==> src/rtl/hdcpu_pkg.sv <==
package hdcpu_pkg;

    // Beat levels from the timing generator with W1 in bit 0
    typedef logic [2:0] w_t;

    // Console switch setting
    typedef logic [2:0] sw_t;

    // High nibble of the instruction register
    typedef logic [3:0] opcode_t;

    // ALU S code
    typedef logic [3:0] alu_fn_t;

    localparam sw_t mode_run    = 3'b000;
    localparam sw_t mode_mem_wr = 3'b001;
    localparam sw_t mode_mem_rd = 3'b010;
    localparam sw_t mode_reg_rd = 3'b011;
    localparam sw_t mode_reg_wr = 3'b100;

    localparam opcode_t op_add = 4'b0001;
    localparam opcode_t op_sub = 4'b0010;
    localparam opcode_t op_and = 4'b0011;
    localparam opcode_t op_inc = 4'b0100;
    localparam opcode_t op_ld  = 4'b0101;
    localparam opcode_t op_st  = 4'b0110;
    localparam opcode_t op_jc  = 4'b0111;
    localparam opcode_t op_jz  = 4'b1000;
    localparam opcode_t op_jmp = 4'b1001;
    localparam opcode_t op_out = 4'b1010;
    localparam opcode_t op_or  = 4'b1100;
    localparam opcode_t op_xor = 4'b1101;
    localparam opcode_t op_stp = 4'b1110;

    // S codes as the ALU chip expects them
    localparam alu_fn_t alu_add    = 4'b1001;
    localparam alu_fn_t alu_sub    = 4'b0110;
    localparam alu_fn_t alu_and    = 4'b1011;
    localparam alu_fn_t alu_inc    = 4'b0000;
    localparam alu_fn_t alu_or     = 4'b1110;
    localparam alu_fn_t alu_xor    = 4'b0110; // Same code as sub but with M set
    localparam alu_fn_t alu_pass_a = 4'b1010;
    localparam alu_fn_t alu_pass_b = 4'b1111;

    // One control word for the datapath with the first field as MSB
    typedef struct packed {
        logic    ldc;       // Load carry flag
        logic    ldz;       // Load zero flag
        logic    cin;       // ALU carry in
        alu_fn_t s;
        logic [3:0] sel;    // Destination pair high and source pair low
        logic    m;         // ALU logic mode
        logic    abus;      // ALU onto data bus
        logic    drw;       // Register file write
        logic    pcinc;
        logic    lpc;       // Load PC from bus
        logic    lar;       // Load address register
        logic    pcadd;     // PC plus IR offset
        logic    arinc;
        logic    selctl;    // Register select from sel, not IR
        logic    memw;
        logic    stop;      // Halt after this beat
        logic    lir;
        logic    sbus;      // Switches onto data bus
        logic    mbus;      // Memory onto data bus
        logic    short_cyc; // Only W1 this cycle
        logic    long_cyc;  // Add W3 this cycle
    } ctrl_word_t;

endpackage
==> src/rtl/hdcpu.sv <==
`timescale 1ns/1ns

module hdcpu (
    input  logic                   t3,
    input  logic                   reset,
    input  hdcpu_pkg::sw_t         sw,
    input  hdcpu_pkg::opcode_t     ir,
    input  hdcpu_pkg::w_t          w,
    input  logic                   c,
    input  logic                   z,
    output hdcpu_pkg::ctrl_word_t  ctrl
);

    hdcpu_pkg::ctrl_word_t console_word;
    hdcpu_pkg::ctrl_word_t run_word;
    logic                  run_active;

    console_control u_console (
        .t3           (t3),
        .reset        (reset),
        .sw           (sw),
        .w            (w),
        .console_word (console_word),
        .run_active   (run_active)
    );

    // Execute decoding selected once the PC is loaded
    instr_decode u_instr (
        .ir       (ir),
        .w        (w),
        .c        (c),
        .z        (z),
        .run_word (run_word)
    );

    always_comb begin
        if (reset) begin
            ctrl = '0; // Datapath stays idle in reset
        end else if (run_active) begin
            ctrl = run_word;
        end else begin
            ctrl = console_word;
        end
    end

endmodule

==> src/rtl/instr_decode.sv <==
`timescale 1ns/1ns

module instr_decode (
    input  hdcpu_pkg::opcode_t     ir,
    input  hdcpu_pkg::w_t          w,
    input  logic                   c,
    input  logic                   z,
    output hdcpu_pkg::ctrl_word_t  run_word
);

    logic w1;
    logic w2;
    logic w3;
    logic take_branch;
    hdcpu_pkg::alu_fn_t op_fn;

    assign w1 = w[0];
    assign w2 = w[1];
    assign w3 = w[2];

    assign take_branch = ((ir == hdcpu_pkg::op_jc) && c) ||
                         ((ir == hdcpu_pkg::op_jz) && z);

    // S code for the register to register group
    always_comb begin
        case (ir)
            hdcpu_pkg::op_add: op_fn = hdcpu_pkg::alu_add;
            hdcpu_pkg::op_sub: op_fn = hdcpu_pkg::alu_sub;
            hdcpu_pkg::op_inc: op_fn = hdcpu_pkg::alu_inc;
            hdcpu_pkg::op_and: op_fn = hdcpu_pkg::alu_and;
            hdcpu_pkg::op_or:  op_fn = hdcpu_pkg::alu_or;
            hdcpu_pkg::op_xor: op_fn = hdcpu_pkg::alu_xor;
            default:           op_fn = '0;
        endcase
    end

    always_comb begin
        run_word = '0;

        // Fetch overlaps the first beat of every instruction
        run_word.lir = w1;
        run_word.pcinc = w1;

        case (ir)
            hdcpu_pkg::op_add,
            hdcpu_pkg::op_sub,
            hdcpu_pkg::op_inc: begin
                if (w2) begin
                    run_word.s = op_fn;
                    run_word.cin = (ir == hdcpu_pkg::op_add);
                    run_word.abus = 1'b1;
                    run_word.drw = 1'b1;
                    run_word.ldz = 1'b1;
                    run_word.ldc = 1'b1;
                end
            end

            hdcpu_pkg::op_and,
            hdcpu_pkg::op_or,
            hdcpu_pkg::op_xor: begin
                if (w2) begin
                    run_word.s = op_fn;
                    run_word.m = 1'b1; // Logic ops leave carry alone
                    run_word.abus = 1'b1;
                    run_word.drw = 1'b1;
                    run_word.ldz = 1'b1;
                end
            end

            hdcpu_pkg::op_ld: begin
                if (w2) begin
                    run_word.m = 1'b1;
                    run_word.s = hdcpu_pkg::alu_pass_a;
                    run_word.abus = 1'b1;
                    run_word.lar = 1'b1;
                    run_word.long_cyc = 1'b1;
                end
                if (w3) begin
                    run_word.drw = 1'b1;
                    run_word.mbus = 1'b1;
                end
            end

            hdcpu_pkg::op_st: begin
                // Address from B on W2 and data from A on W3
                if (w2) begin
                    run_word.m = 1'b1;
                    run_word.s = hdcpu_pkg::alu_pass_b;
                    run_word.abus = 1'b1;
                    run_word.lar = 1'b1;
                    run_word.long_cyc = 1'b1;
                end
                if (w3) begin
                    run_word.m = 1'b1;
                    run_word.s = hdcpu_pkg::alu_pass_a;
                    run_word.abus = 1'b1;
                    run_word.memw = 1'b1;
                end
            end

            hdcpu_pkg::op_jc,
            hdcpu_pkg::op_jz: begin
                run_word.pcadd = w2 && take_branch;
            end

            hdcpu_pkg::op_jmp: begin
                if (w2) begin
                    run_word.m = 1'b1;
                    run_word.s = hdcpu_pkg::alu_pass_b;
                    run_word.abus = 1'b1;
                    run_word.lpc = 1'b1;
                end
            end

            hdcpu_pkg::op_out: begin
                if (w2) begin
                    run_word.m = 1'b1;
                    run_word.s = hdcpu_pkg::alu_pass_a;
                    run_word.abus = 1'b1;
                end
            end

            hdcpu_pkg::op_stp: begin
                run_word.stop = w2;
            end

            default: begin
                // Fetch fields only
            end
        endcase
    end

endmodule

==> src/rtl/console_control.sv <==
`timescale 1ns/1ns

module console_control (
    input  logic                   t3,
    input  logic                   reset,
    input  hdcpu_pkg::sw_t         sw,
    input  hdcpu_pkg::w_t          w,
    output hdcpu_pkg::ctrl_word_t  console_word,
    output logic                   run_active
);

    logic st0;      // Start flag for the second phase of a console operation
    logic set_req;
    logic clr_req;
    logic w1;
    logic w2;
    logic reg_beat;

    assign w1 = w[0];
    assign w2 = w[1];
    assign reg_beat = w1 | w2;

    // Register write finishes on the second W2
    assign clr_req = (sw == hdcpu_pkg::mode_reg_wr) && st0 && w2;

    assign run_active = (sw == hdcpu_pkg::mode_run) && st0;

    always_ff @(posedge t3) begin
        if (reset) begin
            st0 <= 1'b0;
        end else if (set_req) begin
            st0 <= 1'b1;
        end else if (clr_req) begin
            st0 <= 1'b0;
        end
    end

    always_comb begin
        console_word = '0;
        set_req = 1'b0;
        case (sw)
            hdcpu_pkg::mode_mem_wr: begin
                if (w1) begin
                    console_word.sbus = 1'b1;
                    console_word.stop = 1'b1;
                    console_word.short_cyc = 1'b1;
                    console_word.selctl = 1'b1;
                    if (!st0) begin
                        console_word.lar = 1'b1; // Address from switches
                        set_req = 1'b1;
                    end else begin
                        console_word.memw = 1'b1;
                        console_word.arinc = 1'b1;
                    end
                end
            end

            hdcpu_pkg::mode_mem_rd: begin
                if (w1) begin
                    console_word.stop = 1'b1;
                    console_word.short_cyc = 1'b1;
                    console_word.selctl = 1'b1;
                    if (!st0) begin
                        console_word.sbus = 1'b1;
                        console_word.lar = 1'b1;
                        set_req = 1'b1;
                    end else begin
                        console_word.mbus = 1'b1;
                        console_word.arinc = 1'b1;
                    end
                end
            end

            hdcpu_pkg::mode_reg_rd: begin
                // R0,R1 on W1 then R2,R3 on W2
                console_word.selctl = reg_beat;
                console_word.stop = reg_beat;
                console_word.sel = {w2, 1'b0, w2, reg_beat};
            end

            hdcpu_pkg::mode_reg_wr: begin
                if (reg_beat) begin
                    console_word.sbus = 1'b1;
                    console_word.selctl = 1'b1;
                    console_word.drw = 1'b1;
                    console_word.stop = 1'b1;
                    console_word.sel[3] = st0;
                    console_word.sel[2] = w2;
                    console_word.sel[1] = (!st0 && w1) || (st0 && w2);
                    console_word.sel[0] = w1;
                end
                set_req = !st0 && w2; // Upper register pair next
            end

            hdcpu_pkg::mode_run: begin
                // First beat loads the PC and fetch starts after
                if (!st0 && w1) begin
                    console_word.lpc = 1'b1;
                    console_word.sbus = 1'b1;
                    console_word.short_cyc = 1'b1;
                    console_word.stop = 1'b1;
                    set_req = 1'b1;
                end
            end
        endcase
    end

endmodule

==> config.mk <==
export PLATFORM = sky130hd
export DESIGN_NAME = hdcpu
export DESIGN_NICKNAME = d
export VERILOG_FILES = /design/src/rtl/hdcpu_pkg.sv /design/src/rtl/hdcpu.sv /design/src/rtl/instr_decode.sv /design/src/rtl/console_control.sv
export SDC_FILE = /design/constraint.sdc
export NUM_CORES = 1
export LEC_CHECK = 0
export ABC_AREA = 1
export BUFFER_PORTS_ARGS = -buffer_cell sky130_fd_sc_hd__buf_2
export CAP_MARGIN = 20
export CORE_MARGIN = 5
export CORE_UTILIZATION = 39
export DETAILED_ROUTE_END_ITERATION = 7
export PLACE_DENSITY = 0.77
export SLEW_MARGIN = 20
export SYNTH_ARGS = -nofsm -noshare
export SYNTH_HDL_FRONTEND = slang
export SYNTH_SLANG_ARGS = --single-unit
==> constraint.sdc <==
create_clock -name t3 -period 1.13 [get_ports t3]
set_input_delay 0.226 -clock t3 [delete_from_list [all_inputs] [get_ports t3]]
set_output_delay 0.226 -clock t3 [all_outputs]
set_load 0.01 [all_outputs]
==> reports/results.ini, run 1 <==
[yosys]
yosys_register_bits=1
synthCells=138
synth_top_area_share_pct=19.4
syn-num-nets=152
synth-simple-area-share_pct=65.1
synthFlopType=dfxtp_1
synthTopCellsByArea=nand2_1, nor2_1, inv_1
async_flop_share_pct=0
synthAdderAreaFrac_pct=0
synth_common_cells=nand2_1, nor2_1, inv_1, nand3_1, a21oi_1
synth_enable_flop_cells=0
synth_compound_area_share_pct=17.4
yosysMostFrequentCell=nand2_1
synth_xor_area_share_pct=1.25
synth_top_cell_by_area=nand2_1
synth_top_family_by_area=simple AND/OR/NAND/NOR gates
post_synth_num_cell_types=28
syn-cell-area_um2=698
syn_avg_cell_area_um2=5.06
muxShareOfSynthArea_pct=0
synth_seq_area_share_pct=2.87
ys_warn_count=0

[die]
num_io_pins=41
fp.dieH_um=52.3
start_util_pct=40.9
die_w_um=52.3
rows=15

[clock_tree]
postCtsHoldBufs=0

[timing]
worstEndpointType=primary output
crit_endpoint=ctrl[21]

[status]
error=[ERROR DPL-0038] Utilization greater than 100%, impossible to legalize
stop_stage=global routing (5_1_grt)
outcome=stopped before the end

[place]
dpl.hpwl_um=2460
port-buffer-count=40
gp_congestion=0.905

[global_routing]
grt_max_degree=10

-- logic make-up after synthesis --
family / Yosys count
and+or+nand+nor: 91
buffers and inverters: 23
AOI/OAI and AO/OA: 22
xor gates and xnor gates: 1
DFF: 1
-- through the flow --
stage          cell area [µm²]  setup TNS [ns]  utilization (%)  cells  setup WS (ns)
2_1_floorplan              808           -1.13                -    138         -0.107
3_3_place_gp              1250           -8.50             73.3    231         -0.401
3_5_place_dp              1250           -9.29             73.3    231         -0.446
4_1_cts                   1530           -6.62             89.6    241         -0.343
-- what timing repair did --
item                                    4_1_cts
cloned                                        0
buffers inserted                             11
pin swaps                                    16
endpoints found under the setup margin       28
gates resized for setup                      59
==> run 2, diff against run 1 <==
- CORE_AREA: not set -> 5 5 66 68
- CORE_MARGIN: 5 -> not set
- CORE_UTILIZATION: 39 -> not set
- DIE_AREA: not set -> 0 0 71 73
- PLACE_DENSITY: 0.77 -> not set
- PLACE_DENSITY_LB_ADDON: not set -> 0.15
- clock period: 1.13 -> 1.5 ns (I/O delays scaled with it)
==> reports/results.ini, run 2 <==
[status]
outcome=finished, violations left
failed_checks=setup timing

[clock_tree]
path_clk_slew_ns=0
clk_latency_ns=0
postCtsHoldBufs=0

[finish]
utilization_pct=40.3
final_cell_mix=buf_4, buf_2, nand2_1
final_nets=228
insertedDiodeCount=0
area_growth_pct=119
largest_registers=u_console.st0 x1
n_fill_cell=442
layout_commonest_cell=buf_4
largest_register_ff_count=1
regMostFlops=u_console.st0
drive_above_1_share_pct=66.5
fin_area_um2=1530
final_cells=262

[place]
place_inst=256
port-buffer-count=40
place_ws_ns=-0.165
dpl.hpwl_um=2490
gp_congestion=0.853
place_area_um2=1180

[route]
ant_nets=0
first_iter_violations=43
drt-pass1-iter-count=2
via_per_inst=4.40
drt-total-wl_um=3070
wl_per_cell_um=11.7
vias=1152
drc=0

[global_routing]
antenna_found_initial=0
grtUsageMet3_pct=1.93
groute.usage.overall_pct=11.0
grt_pass1_vias=1135
use_met1_pct=13.6
grt-ovfl-total=0
grt-busiest-layer=met2
grt_max_degree=12
grt_use_met2_pct=21.1
grt_pass1_wl_um=4920

[worst_setup_path]
cp_max_fo=4
reg2reg_slack_ns=0.43
rr_startpoint=u_console.st0
reg2regPathDepth=6
worst_ep_arrival_time_ns=1.33
cp-end-kind=primary output
criticalPathCategory=primary input to primary output
crit_path_start_kind=primary input
r2r_end=u_console.st0
required_ns=1.20

[die]
core_um2=3800
dieArea_um2=5180
num_io_pins=41
start_util_pct=18.4
die_w_um=71
fp.dieH_um=73
rows=23

[job]
cap_violations=0

[yosys]
synthFlopType=dfxtp_1
synth_top_area_share_pct=19.4
ys_warn_count=0
syn-cell-area_um2=698
synth_seq_area_share_pct=2.87
syn-num-nets=152
async_flop_share_pct=0
synth_enable_flop_cells=0
post_synth_num_cell_types=28
yosysMostFrequentCell=nand2_1
synthCells=138
synthTopCellsByArea=nand2_1, nor2_1, inv_1
syn_avg_cell_area_um2=5.06
synth_top_cell_by_area=nand2_1
yosys_register_bits=1
synth_common_cells=nand2_1, nor2_1, inv_1, nand3_1, a21oi_1

[pwr]
powerDensity_nw_per_um2=252
p_leak_nw=0.780
design_power_total_mw=0.385
irDropWorstVdd_mv=0.102

[worst_hold_path]
min_to=u_console.st0
holdCritPathClass=primary input to flip-flop
whs_path_depth=3
hp-start=reset

[timing]
worst_pin_slew_ns=0.251
fin_crit_ns=1.63
fin_skew_ns=0
fmax_mhz=613
max-slew-margin-rel_pct=83.2
slew_viol_final=0
final-hold-violation-count=0
fin_crit_sh_pct=109
setup_viol=22
fin_ws_ns=-0.131
rsz0062_at_grt=yes

run 2: cell counts after synthesis:
Identical to the previous run, type by type.
run 2: logic make-up (layout without fill, tap and decap cells):
family,count (synthesis),count (layout),share of synthesized area [%]
XOR/XNOR,1,1,1.25
AND/OR/NAND/NOR,91,91,65.1
AO/OA/AOI/OAI,22,22,17.4
buffers and inverters,23,97,13.4
flip-flops,1,1,2.87
run 2: worst max path at each step:
stage | slack [ns] | from | cells past startpoint | to
6_report | -0.13 | sw[1] | 8 | ctrl[5]
5_1_grt | -0.19 | ir[0] | 11 | ctrl[14]
4_1_cts | -0.12 | sw[1] | 7 | ctrl[2]
3_5_place_dp | -0.17 | ir[3] | 10 | ctrl[23]
3_3_place_gp | -0.17 | ir[1] | 10 | ctrl[23]
2_1_floorplan | 0.03 | sw[0] | 6 | ctrl[12]
run 2: cell type report:
| type | instances | area [µm²] | area share [%] |
|---|---|---|---|
| multi-input cells | 114 | 801 | 52.3 |
| repair buffers | 79 | 572 | 37.3 |
| inverters | 18 | 75.1 | 4.90 |
| well taps | 50 | 62.6 | 4.08 |
| flip-flops and latches | 1 | 21.3 | 1.39 |
run 2: layer usage:
layer	part of all wire [%]	up-vias
li1	-	594
met1	40	527
met2	54	31
met3	5.7	0
met4	0	0
met5	0	-
run 2: through the flow:
| step | hold slack [ns] | setup TNS, ns |
|---|---|---|
| after global routing | 0.753 | -3.13 |
| after detailed placement | 0.727 | -2.15 |
| after global placement | 0.730 | -1.97 |
| after floorplan | 0.604 | 0 |
| after CTS | 0.720 | -1.37 |
| final | 0.724 | -1.16 |
run 2: power by group:
part	internal, mW	switching, mW
Combinational	0.161	0.187
Sequential	0.0306	0.00603
Clock	0	0
Total	0.192	0.193
run 2: repair_timing:
| item | CTS | global route |
|---|---|---|
| pin swaps | 14 | 16 |
| endpoints found under the setup margin | 23 | 25 |
| gates resized for setup | 44 | 50 |
| setup buffers | 3 | 5 |
run 2: worst max-delay path, stage by stage:
cell and delay, ns:
buf_8 0.10, nor2_4 0.16, buf_4 0.15, nand2_4 0.07, o21ai_2 0.10, nand2_2 0.11
a31oi_2 0.18, buf_2 0.16
No activity file was read; power rests on OpenSTA's default activity.
